File: src/common/capture_pkg.sv
`default_nettype none

package capture_pkg;

    // Wishbone bus widths
    localparam int wb_addr_w = 16;
    localparam int wb_data_w = 32;

    // Address word minus the region bit
    localparam int wb_idx_w = wb_addr_w - 1;

    // Address regions
    localparam logic region_regs   = 1'b0;
    localparam logic region_bitmap = 1'b1;

    // Register indices in the register region
    localparam logic [wb_idx_w-1:0] reg_ctrl        = 15'd0;
    localparam logic [wb_idx_w-1:0] reg_status      = 15'd1;
    localparam logic [wb_idx_w-1:0] reg_white_count = 15'd2;
    localparam logic [wb_idx_w-1:0] reg_white_rows  = 15'd3;
    localparam logic [wb_idx_w-1:0] reg_frame_count = 15'd4;

    // One accepted pixel, as seen by the statistics unit
    typedef struct packed {
        logic accept;
        logic white;
        logic last;
        logic first;
    } pixel_event_t;

    // Totals for one completed frame
    typedef struct packed {
        logic [wb_data_w-1:0] white_count;
        logic [wb_data_w-1:0] white_rows;
    } frame_stats_t;

    // Register view of the address
    typedef struct packed {
        logic                region;
        logic [wb_idx_w-1:0] reg_idx;
    } wb_reg_view_t;

    // Bitmap view of the address
    typedef struct packed {
        logic                region;
        logic [wb_idx_w-1:0] pix_idx;
    } wb_pix_view_t;

    // Same address word, decoded per region
    typedef union packed {
        wb_reg_view_t regs;
        wb_pix_view_t bitmap;
    } wb_addr_u;

endpackage

`default_nettype wire

File: src/bram_writer/bram_writer.sv
`default_nettype none

module bram_writer #(
    parameter int img_width  = 16,
    parameter int img_height = 8
) (
    input  wire logic                              clk,
    input  wire logic                              rst_n,

    // Pixel stream
    input  wire logic                              x_valid,
    input  wire logic [7:0]                        x_data,
    output logic                                   x_ready,

    // Control and status
    input  wire logic                              capture_trigger,
    output logic                                   capturing,
    output logic                                   valid_to_read,

    // Bitmap read port, one cycle latency
    input  wire logic [capture_pkg::wb_idx_w-1:0]  rd_addr,
    output logic                                   rd_bit,

    // Event stream towards the statistics unit
    output capture_pkg::pixel_event_t              pix_event
);

    localparam int total_pixels = img_width * img_height;
    localparam int addr_w       = (total_pixels > 1) ? $clog2(total_pixels) : 1;

    typedef enum logic [1:0] {
        st_idle,
        st_capturing,
        st_complete
    } state_t;

    state_t state;

    logic [addr_w-1:0] write_addr;
    logic              handshake;
    logic              white_pixel;
    logic              first_pixel;
    logic              last_pixel;

    // 1-bit bitmap, undefined until written
    logic frame_mem [0:total_pixels-1];

    assign x_ready     = (state == st_capturing);
    // Busy from the trigger until valid_to_read is set
    assign capturing   = (state != st_idle);
    assign handshake   = x_valid && x_ready;
    assign white_pixel = (x_data == 8'd255);
    assign first_pixel = (write_addr == '0);
    assign last_pixel  = (write_addr == addr_w'(total_pixels - 1));

    always_ff @(posedge clk or negedge rst_n) begin
        if (!rst_n) begin
            state         <= st_idle;
            write_addr    <= '0;
            valid_to_read <= 1'b0;
        end else begin
            case (state)
                st_idle: begin
                    if (capture_trigger) begin
                        state         <= st_capturing;
                        write_addr    <= '0;
                        valid_to_read <= 1'b0;
                    end
                end

                st_capturing: begin
                    if (handshake) begin
                        if (last_pixel) begin
                            write_addr <= '0;
                            state      <= st_complete;
                        end else begin
                            write_addr <= write_addr + 1'b1;
                        end
                    end
                end

                st_complete: begin
                    // Frame fully stored, open it for reading
                    valid_to_read <= 1'b1;
                    state         <= st_idle;
                end

                default: state <= st_idle;
            endcase
        end
    end

    // Event lags the handshake by one cycle
    always_ff @(posedge clk or negedge rst_n) begin
        if (!rst_n) begin
            pix_event <= '0;
        end else begin
            pix_event.accept <= handshake;
            pix_event.white  <= handshake && white_pixel;
            pix_event.last   <= handshake && last_pixel;
            pix_event.first  <= handshake && first_pixel;
        end
    end

    always_ff @(posedge clk) begin
        if (handshake) begin
            frame_mem[write_addr] <= white_pixel;
        end
        // Addresses past the frame read as black
        if (rd_addr < total_pixels) begin
            rd_bit <= frame_mem[rd_addr[addr_w-1:0]];
        end else begin
            rd_bit <= 1'b0;
        end
    end

    // Stream stays closed while a finished frame is published
    a_ready_in_capture: assert property (
        @(posedge clk) disable iff (!rst_n)
        x_ready |-> !valid_to_read
    ) else $error("x_ready high outside capture");

    a_addr_in_range: assert property (
        @(posedge clk) disable iff (!rst_n)
        write_addr < total_pixels
    ) else $error("write address out of frame");

endmodule

`default_nettype wire

File: src/hdl/pixel_stats.sv
`default_nettype none

module pixel_stats #(
    parameter int img_width  = 16,
    parameter int img_height = 8
) (
    input  wire logic                         clk,
    input  wire logic                         rst_n,
    input  wire capture_pkg::pixel_event_t    pix_event,
    output capture_pkg::frame_stats_t         stats
);

    localparam int frame_pixels = img_width * img_height;
    localparam int col_w        = (img_width > 1) ? $clog2(img_width) : 1;
    localparam int data_w       = capture_pkg::wb_data_w;

    logic [data_w-1:0] white_cnt;
    logic [data_w-1:0] row_tally;
    logic [col_w-1:0]  col;
    logic              row_seen_white;

    logic [data_w-1:0] cnt_base;
    logic [data_w-1:0] rows_base;
    logic [col_w-1:0]  col_base;
    logic              flag_base;
    logic [data_w-1:0] cnt_next;
    logic [data_w-1:0] rows_next;
    logic              flag_next;
    logic              row_end;

    // First pixel of a frame starts from clean counters
    assign cnt_base  = pix_event.first ? '0 : white_cnt;
    assign rows_base = pix_event.first ? '0 : row_tally;
    assign col_base  = pix_event.first ? '0 : col;
    assign flag_base = pix_event.first ? 1'b0 : row_seen_white;

    assign cnt_next  = cnt_base + data_w'(pix_event.white);
    assign flag_next = flag_base | pix_event.white;
    assign row_end   = (col_base == col_w'(img_width - 1));
    assign rows_next = rows_base + data_w'(row_end && flag_next);

    always_ff @(posedge clk or negedge rst_n) begin
        if (!rst_n) begin
            white_cnt      <= '0;
            row_tally      <= '0;
            col            <= '0;
            row_seen_white <= 1'b0;
            stats          <= '0;
        end else if (pix_event.accept) begin
            white_cnt <= cnt_next;
            if (row_end) begin
                col            <= '0;
                row_seen_white <= 1'b0;
                row_tally      <= rows_next;
            end else begin
                col            <= col_base + 1'b1;
                row_seen_white <= flag_next;
                row_tally      <= rows_base;
            end

            // Publish totals for the finished frame
            if (pix_event.last) begin
                stats.white_count <= cnt_next;
                stats.white_rows  <= rows_next;
            end
        end
    end

    a_first_last_single: assert property (
        @(posedge clk) disable iff (!rst_n)
        (pix_event.accept && pix_event.first && pix_event.last) |-> (frame_pixels == 1)
    ) else $error("first and last together in a multi-pixel frame");

endmodule

`default_nettype wire

File: src/hdl/wb_capture_regs.sv
`default_nettype none

module wb_capture_regs (
    input  wire logic                                   clk,
    input  wire logic                                   rst_n,

    // Wishbone classic slave
    input  wire logic                                   wb_cyc,
    input  wire logic                                   wb_stb,
    input  wire logic                                   wb_we,
    input  wire capture_pkg::wb_addr_u                  wb_adr,
    input  wire logic [capture_pkg::wb_data_w-1:0]      wb_dat_w,
    output logic [capture_pkg::wb_data_w-1:0]           wb_dat_r,
    output logic                                        wb_ack,

    // Frame writer side
    input  wire logic                                   capturing,
    input  wire logic                                   valid_to_read,
    input  wire logic                                   rd_bit,
    output logic                                        capture_trigger,
    output logic [capture_pkg::wb_idx_w-1:0]            rd_addr,

    // Statistics side
    input  wire capture_pkg::frame_stats_t              stats
);

    localparam int data_w = capture_pkg::wb_data_w;

    logic              req;
    logic              reg_access;
    logic              region_q;
    logic              valid_q;
    logic [data_w-1:0] reg_data_q;
    logic [data_w-1:0] reg_rd_data;
    logic [data_w-1:0] frame_count;

    // A new request is one not yet acknowledged
    assign req        = wb_cyc && wb_stb && !wb_ack;
    assign reg_access = (wb_adr.regs.region == capture_pkg::region_regs);

    // The bitmap view goes straight to the synchronous read port
    assign rd_addr = wb_adr.bitmap.pix_idx;

    always_comb begin
        case (wb_adr.regs.reg_idx)
            capture_pkg::reg_ctrl:        reg_rd_data = '0;
            capture_pkg::reg_status:      reg_rd_data = {{(data_w-2){1'b0}}, capturing,
                                                         valid_to_read};
            capture_pkg::reg_white_count: reg_rd_data = stats.white_count;
            capture_pkg::reg_white_rows:  reg_rd_data = stats.white_rows;
            capture_pkg::reg_frame_count: reg_rd_data = frame_count;
            default:                      reg_rd_data = '0;
        endcase
    end

    always_ff @(posedge clk or negedge rst_n) begin
        if (!rst_n) begin
            wb_ack          <= 1'b0;
            capture_trigger <= 1'b0;
            region_q        <= capture_pkg::region_regs;
        end else begin
            wb_ack          <= req;
            capture_trigger <= 1'b0;
            if (req) begin
                region_q <= wb_adr.regs.region;
                // Start bit in the control register
                if (wb_we && reg_access && wb_dat_w[0] &&
                    wb_adr.regs.reg_idx == capture_pkg::reg_ctrl) begin
                    capture_trigger <= 1'b1;
                end
            end
        end
    end

    // Register read data is sampled with the request
    always_ff @(posedge clk) begin
        if (req && !wb_we && reg_access) begin
            reg_data_q <= reg_rd_data;
        end
    end

    // Completed frames, counted on the rising edge of valid_to_read
    always_ff @(posedge clk or negedge rst_n) begin
        if (!rst_n) begin
            valid_q     <= 1'b0;
            frame_count <= '0;
        end else begin
            valid_q <= valid_to_read;
            if (valid_to_read && !valid_q) begin
                frame_count <= frame_count + 1'b1;
            end
        end
    end

    // rd_bit arrives in the ack cycle
    assign wb_dat_r = (region_q == capture_pkg::region_bitmap) ?
                      {{(data_w-1){1'b0}}, rd_bit} : reg_data_q;

    a_ack_after_req: assert property (
        @(posedge clk) disable iff (!rst_n)
        $rose(wb_ack) |-> $past(wb_cyc && wb_stb)
    ) else $error("wb_ack without a request");

endmodule

`default_nettype wire

File: src/hdl/capture_top.sv
`default_nettype none

module capture_top #(
    parameter int img_width  = 16,
    parameter int img_height = 8
) (
    input  wire logic                               clk,
    input  wire logic                               rst_n,

    // Pixel stream
    input  wire logic                               x_valid,
    input  wire logic [7:0]                         x_data,
    output logic                                    x_ready,

    // Wishbone classic slave
    input  wire logic                               wb_cyc,
    input  wire logic                               wb_stb,
    input  wire logic                               wb_we,
    input  wire capture_pkg::wb_addr_u              wb_adr,
    input  wire logic [capture_pkg::wb_data_w-1:0]  wb_dat_w,
    output logic [capture_pkg::wb_data_w-1:0]       wb_dat_r,
    output logic                                    wb_ack
);

    logic                              capture_trigger;
    logic                              capturing;
    logic                              valid_to_read;
    logic                              rd_bit;
    logic [capture_pkg::wb_idx_w-1:0]  rd_addr;
    capture_pkg::pixel_event_t         pix_event;
    capture_pkg::frame_stats_t         stats;

    bram_writer #(
        .img_width  (img_width),
        .img_height (img_height)
    ) bram_writer_inst (
        .clk             (clk),
        .rst_n           (rst_n),
        .x_valid         (x_valid),
        .x_data          (x_data),
        .x_ready         (x_ready),
        .capture_trigger (capture_trigger),
        .capturing       (capturing),
        .valid_to_read   (valid_to_read),
        .rd_addr         (rd_addr),
        .rd_bit          (rd_bit),
        .pix_event       (pix_event)
    );

    pixel_stats #(
        .img_width  (img_width),
        .img_height (img_height)
    ) pixel_stats_inst (
        .clk       (clk),
        .rst_n     (rst_n),
        .pix_event (pix_event),
        .stats     (stats)
    );

    wb_capture_regs wb_capture_regs_inst (
        .clk             (clk),
        .rst_n           (rst_n),
        .wb_cyc          (wb_cyc),
        .wb_stb          (wb_stb),
        .wb_we           (wb_we),
        .wb_adr          (wb_adr),
        .wb_dat_w        (wb_dat_w),
        .wb_dat_r        (wb_dat_r),
        .wb_ack          (wb_ack),
        .capturing       (capturing),
        .valid_to_read   (valid_to_read),
        .rd_bit          (rd_bit),
        .capture_trigger (capture_trigger),
        .rd_addr         (rd_addr),
        .stats           (stats)
    );

endmodule

`default_nettype wire

File: config.mk
export PLATFORM = sky130hd
export DESIGN_NAME = capture_top
export DESIGN_NICKNAME = d
export VERILOG_FILES = /design/src/common/capture_pkg.sv /design/src/bram_writer/bram_writer.sv /design/src/hdl/pixel_stats.sv /design/src/hdl/wb_capture_regs.sv /design/src/hdl/capture_top.sv
export SDC_FILE = /design/constraint.sdc
export NUM_CORES = 1
export LEC_CHECK = 0
export BUFFER_PORTS_ARGS = -buffer_cell sky130_fd_sc_hd__buf_2
export CAP_MARGIN = 10
export CORE_MARGIN = 10
export CORE_UTILIZATION = 60
export DETAILED_ROUTE_END_ITERATION = 16
export PLACE_DENSITY_LB_ADDON = 0.1
export SLEW_MARGIN = 20
export SYNTH_ARGS = -nofsm -noshare
export SYNTH_HDL_FRONTEND = slang
export SYNTH_SLANG_ARGS = --single-unit
File: constraint.sdc
create_clock -name clk -period 5.5 [get_ports clk]
set_input_delay 0.55 -clock clk [delete_from_list [all_inputs] [get_ports clk]]
set_output_delay 0.55 -clock clk [all_outputs]
set_load 0.01 [all_outputs]
---- Word level (Yosys, flattened, before mapping) ----
Memory sizes are Yosys's and may differ from the RTL's. A register that Yosys moved wholly into a read port is not among the register bits.
Cells that the tools add are included.
storage, ports and cells
  flip-flop bits (word level) ............. 215
  bits in writable memories ............... 128
  bits of input ports ..................... 62
  output and inout port bits .............. 34
  word-level logic and storage cells ...... 90
  memories ................................ 1
memories
  memory                      depth  width  read ports  clocked after memory_dff  wr ports  RTL line           source
  bram_writer_inst.frame_mem  128    1      1           1                         1         bram_writer.sv:46  logic frame_mem [0:total_pixels-1];
cells by class
  $add $sub $neg .......................... 5
  $lt $le $gt $ge ......................... 1
  equality and inequality tests ........... 12
  multiplexer cells ....................... 23
  bitwise gates (word level) .............. 2
  reduce and logical (&&, ||, !) cells .... 27
operators with widths
  operator                                                                        number
  32-bit 2-to-1 mux                                                               4
  32-bit case mux with 4 select lines                                             1
  32-bit by 1-bit adder with 32-bit output                                        2
  32-bit by 1-bit adder with 32-bit output (second input constant)                1
  15-bit by 2-bit equality test with 1-bit output (second input constant)         2
  7-bit 2-to-1 mux                                                                3
  15-bit by 1-bit equality test with 1-bit output (second input constant)         1
  15-bit by 3-bit equality test with 1-bit output (second input constant)         1
  15-bit zero test                                                                1
  15-bit by 8-bit less-than comparator with 1-bit output (second input constant)  1
  7-bit case mux with 2 select lines                                              1
  1-bit logical AND                                                               13
  8-bit equality test (second input constant)                                     1
  4-bit 2-to-1 mux                                                                2
  7-bit by 1-bit adder with 7-bit output (second input constant)                  1
  7-bit equality test (second input constant)                                     1
  7-bit zero test                                                                 1
  1-bit 2-to-1 mux                                                                7
  2-bit 2-to-1 mux                                                                3
  3-bit AND reduction                                                             2
  2-bit nonzero test                                                              3
  4-bit by 1-bit adder with 4-bit output (second input constant)                  1
  4-bit equality test (second input constant)                                     1
  1-bit zero test                                                                 4
  10 further kinds                                                                12

---- Longest topological paths before layout ----
  word-level depth ........................ 6
  depth in mapped cells ................... 16
  gate-level depth less buffers ........... 10

---- Hierarchy ----
From an unflattened synthesis, not the netlist that was laid out.
unflattened totals
  cell total of the unflattened synthesis .. 1623
  area, all modules ....................... 17340.4 sq um
by module, submodules not included
  module           instances  cells an instance  area an instance (sq um)  seq. area each (sq um)
  pixel_stats      1          805                7259.5                    3328.2
  bram_writer      1          499                6458.7                    4214.0
  wb_capture_regs  1          319                3622.2                    1861.8

---- Worst setup path after synthesis ----
Ideal clock, no wire load.
  path type ............................... input to register
  start ................................... in x_data[6]
  end ..................................... mem bram_writer_inst.frame_mem[0], data pin
  setup time .............................. 0.796 ns
  arrival time ............................ 3.653 ns
  required time ........................... 4.704 ns
  setup slack ............................. 1.051 ns
  stages .................................. 2
  path buffers ............................ 0
  path through ............................ nand4_1 nor2_1
on the way
  word-level cells in the longest chain between the ends .. 1
RTL lines
  item                              RTL line           source
  start, declared                   capture_top.sv:12  input wire logic [7:0] x_data,
  8-bit equality test               bram_writer.sv:52  assign white_pixel = (x_data == 8'd255);
  via bram_writer_inst.white_pixel  bram_writer.sv:41  logic white_pixel;
  end, declared                     bram_writer.sv:46
The timed path passes the listed nets, and every way through them passes these cells.

---- Worst setup path after layout ----
  start ................................... reg bram_writer_inst.pix_event[0] (netlist name)
  end ..................................... reg pixel_stats_inst.row_tally[15]
on the way
  word-level cells in the longest chain between the ends .. 5
  elaborated cells between the ends (all ways) .. 8
  classes of those cells .................. add/sub (1); eq/ne (1); mux (4); bitwise (1); reduce/logical (1)
RTL lines
  item                                                  RTL line                              source
  4-bit 2-to-1 mux or 1-bit 2-to-1 mux (tied branches)  pixel_stats.sv:34, pixel_stats.sv:35
  4-bit equality test or 1-bit OR (tied branches)       pixel_stats.sv:39, pixel_stats.sv:38
  1-bit logical AND                                     pixel_stats.sv:40                     assign rows_next = rows_base + data_w'(row_end && flag_next);
  32-bit by 1-bit adder with 32-bit output              pixel_stats.sv:40
  32-bit 2-to-1 mux *                                   pixel_stats.sv:51                     if (row_end) begin
  end signal, assigned                                  pixel_stats.sv:54                     row_tally <= rows_next;
  end signal, assigned                                  pixel_stats.sv:58                     row_tally <= rows_base;
  end, declared                                         pixel_stats.sv:18                     logic [data_w-1:0] row_tally;
Every way passes the cells marked *; elsewhere a longest branch is shown, timed or not.
A chain may end at the register's enable or synchronous reset.

==> impl_metrics.env <==
export IMPL_status="finished, final reports clean"
export IMPL_finalMaxSlewViolations=0
export IMPL_wl_per_cell_um=19.90
export IMPL_synth_async_reset_ratio_pct=53.20
export IMPL_die_area_um2=35470
export IMPL_combPwrFrac_pct=10.5
export IMPL_root_buffer="clkbuf_16"
export IMPL_cts_resized=0
export IMPL_finClkSkew_ps=20.35
export IMPL_multi_input_area_um2=7068
export IMPL_final_common_cell="nor2_1"
export IMPL_dp_cells=1919
export IMPL_final_cell_mix="nor2_1 (194), dfrtp_1 (182), nand2_1 (170), edfxtp_1 (160), o21ai_0 (70)"
export IMPL_drc=0
export IMPL_grt_max_degree=99
export IMPL_hpwl_mm=25.77
export IMPL_syn_to_final_growth_pct=10.48
export IMPL_ys_types=69
export IMPL_pwr_share_seq_pct=48.2
export IMPL_fin_cells=1984
export IMPL_r2r_cells=11
export IMPL_switching_share_pct=25.65
export IMPL_reg2reg_slack_ps=1980
export IMPL_viasPerCell=6.169
export IMPL_internal_power_w=0.004326
export IMPL_postSynthCellCount=1555
export IMPL_gr_total_overflow=0
export IMPL_coreArea_um2=27860
export IMPL_initial_core_util_pct=61.04
export IMPL_r2r_end="pixel_stats_inst.row_tally[15]"
export IMPL_fp_dieH_um=188.3
export IMPL_synth_area_um2=17000
export IMPL_clockBufferDepth=3
export IMPL_maxCapViolations=0
export IMPL_ys_seq_area_share_pct=55.31
export IMPL_grt_pass1_vias=11590
export IMPL_powerDensity_nw_per_um2=309.8
export IMPL_cts_sinks=344
export IMPL_cp_required_ps=5890
export IMPL_ys_top_cells_by_area="edfxtp_1 (28%), dfrtp_1 (27%), nor2_1 (4.3%)"
export IMPL_cp_arrival_ps=3910
export IMPL_finalSetupTns_ps=0
export IMPL_start_kind="register"
export IMPL_peakVddDrop_uv=267.4
export IMPL_fmax_mhz=283.9
export IMPL_fin_crit_ps=3522
export IMPL_synth_top_area_share_pct=28.26
export IMPL_crit_type="register to register"
export IMPL_cts_buffers=37
export IMPL_antenna_found_initial=1
export IMPL_ctsHoldBuffers=0
export IMPL_final_core_util_pct=67.43
export IMPL_slew_headroom_pct=28.22
export IMPL_r2r_start="bram_writer_inst.pix_event[0]"
export IMPL_p_switching_w=0.001493
export IMPL_groute_usage_overall_pct=22.06
export IMPL_drt_iter0_markers=1587
export IMPL_grt_pass1_wl_mm=63.80
export IMPL_gp_congestion=0.8593
export IMPL_synth_ff_type="dfrtp_1"
export IMPL_io_buffers=64
export IMPL_p_leak_nw=7.505
export IMPL_post_cts_buffers=0
export IMPL_period_share_pct=64.03
export IMPL_drtAntennaViolNets=0
export IMPL_rsz0062_at_grt="false"
export IMPL_yosysWarnings=0
export IMPL_power_w=0.005819
export IMPL_htree_levels=2
export IMPL_dpl_cell_area_um2=17610
export IMPL_synth_nets=1625
export IMPL_tightest_slew_ps=1074
export IMPL_fin_nets=1650
export IMPL_row_count=61
export IMPL_die_w_um=188.3
export IMPL_hold_path_class="input pin to async pin"
export IMPL_n_antenna_cell=0
export IMPL_hold_viol_final=0
export IMPL_regArea_um2=9405
export IMPL_synth_avg_cell_area_um2=10.93
export IMPL_clock_latency_ps=520
export IMPL_power_share_clock_pct=41.3
export IMPL_cts_tree="yes"
export IMPL_crit_fanout=13
export IMPL_fillCellCount=2118
export IMPL_ios=96
export IMPL_synth_edf_count=160
export IMPL_final_area_um2=18790
export IMPL_clkTransAtPathRegs_ps=60
export IMPL_routed_wl_mm=39.47
export IMPL_drive_gt1_share_pct=13.45
export IMPL_firstDrtPassIters=7
export IMPL_vias=12240
export IMPL_yosysTopAreaCell="edfxtp_1"
export IMPL_end_kind="register"
export IMPL_ys_seq_elements=344
export IMPL_finalSetupViolCount=0
[synth_stat cells (all sizes together), types with 24 or more instances]
master,n
a222oi,30
mux4,32
clkbuf,81
xor2,25
inv,54
nor2,195
mux2i,35
nand4,37
o2bb2ai,29
edfxtp,160
o21ai,72
xnor2,56
nand3,49
nand2,171
dfrtp,183
nor3,32
nor2b,61
a21oi,24
[flip-flops by register name, indices dropped and copies added (netlist names), 2 cells and up]
signal and cells:
pixel_stats_inst.stats 64, pixel_stats_inst.col 4, wb_capture_regs_inst.frame_count 32, pixel_stats_inst.row_tally 32, bram_writer_inst.write_addr 7, wb_capture_regs_inst.reg_data_q 32
bram_writer_inst.pix_event 4, pixel_stats_inst.white_cnt 32, bram_writer_inst.frame_mem 128, bram_writer_inst.state 2
[worst max-delay path by stage]
| stage | from | end | slack (ps) | depth (start not counted) |
|---|---|---|---|---|
| 2_1_floorplan | x_data[6] | bram_writer_inst.frame_mem[0] | 1050 | 2 |
| 3_3_place_gp | bram_writer_inst.pix_event[0] | pixel_stats_inst.row_tally[24] | 1970 | 10 |
| 3_5_place_dp | bram_writer_inst.pix_event[0] | pixel_stats_inst.row_tally[24] | 1820 | 10 |
| 4_1_cts | bram_writer_inst.pix_event[0] | pixel_stats_inst.row_tally[24] | 1800 | 10 |
| 5_1_grt | bram_writer_inst.pix_event[0] | pixel_stats_inst.row_tally[15] | 1680 | 11 |
| 6_report | bram_writer_inst.pix_event[0] | pixel_stats_inst.row_tally[15] | 1980 | 11 |
[kinds of logic after synthesis]
group | after synthesis | synth area share (%)
adders and majority gates | 8 | 0.5887
xor gates and xnor gates | 81 | 4.172
AOI/OAI and AO/OA | 236 | 9.934
and+or+nand+nor | 654 | 19.42
DFF | 344 | 55.31
muxes | 80 | 7.160
buffers and inverters | 152 | 3.422
[layout make-up]
type                            count  share of cell area [%]
Tap cell                          378                   2.518
Inverter                           56                   1.119
Clock inverter                     16                  0.6993
Multi-Input combinational cell   1059                   37.62
Sequential cell                   344                   50.07
Timing Repair Buffer               82                   2.471
Clock buffer                       49                   5.502
[power groups by stage]
| stage | combinational, W | sequential (W) | clock, W |
|---|---|---|---|
| 6_report | 0.000612 | 0.00280 | 0.00240 |
| 4_1_cts | 0.000611 | 0.00280 | 0.00243 |
| 3_5_place_dp | 0.000608 | 0.00285 | 0 |
| 2_1_floorplan | 0.000408 | 0.00281 | 0 |
| 5_1_grt | 0.000670 | 0.00281 | 0.00253 |
| 3_3_place_gp | 0.000597 | 0.00285 | 0 |
[worst max-delay path: stages, from the launching register on]
cell and delay [ps]:
dfrtp_2 450, nor2b_1 170, ha_1 250, nand4b_1 130, buf_4 210, nor2_1 170
ha_1 320, nand4b_4 200, or4_1 750, nor4_4 380, nand2_1 80, o311ai_0 270
[metrics by stage]
stage / setup slack (ps) / hold WS [ps]
2_1_floorplan: 1051 / 254.4
3_3_place_gp: 1968 / 459.6
3_5_place_dp: 1821 / 461.8
4_1_cts: 1800 / 152.1
5_1_grt: 1676 / 180.3
6_report: 1978 / 119.6
[per-layer routing]
metal  global-route usage (%)  wire [µm]
met2                    30.29      16360
met5                        0          0
met1                    34.66      18610
met4                    5.739        803
met3                    4.487       3692
No activity file was read; power rests on OpenSTA's default activity.
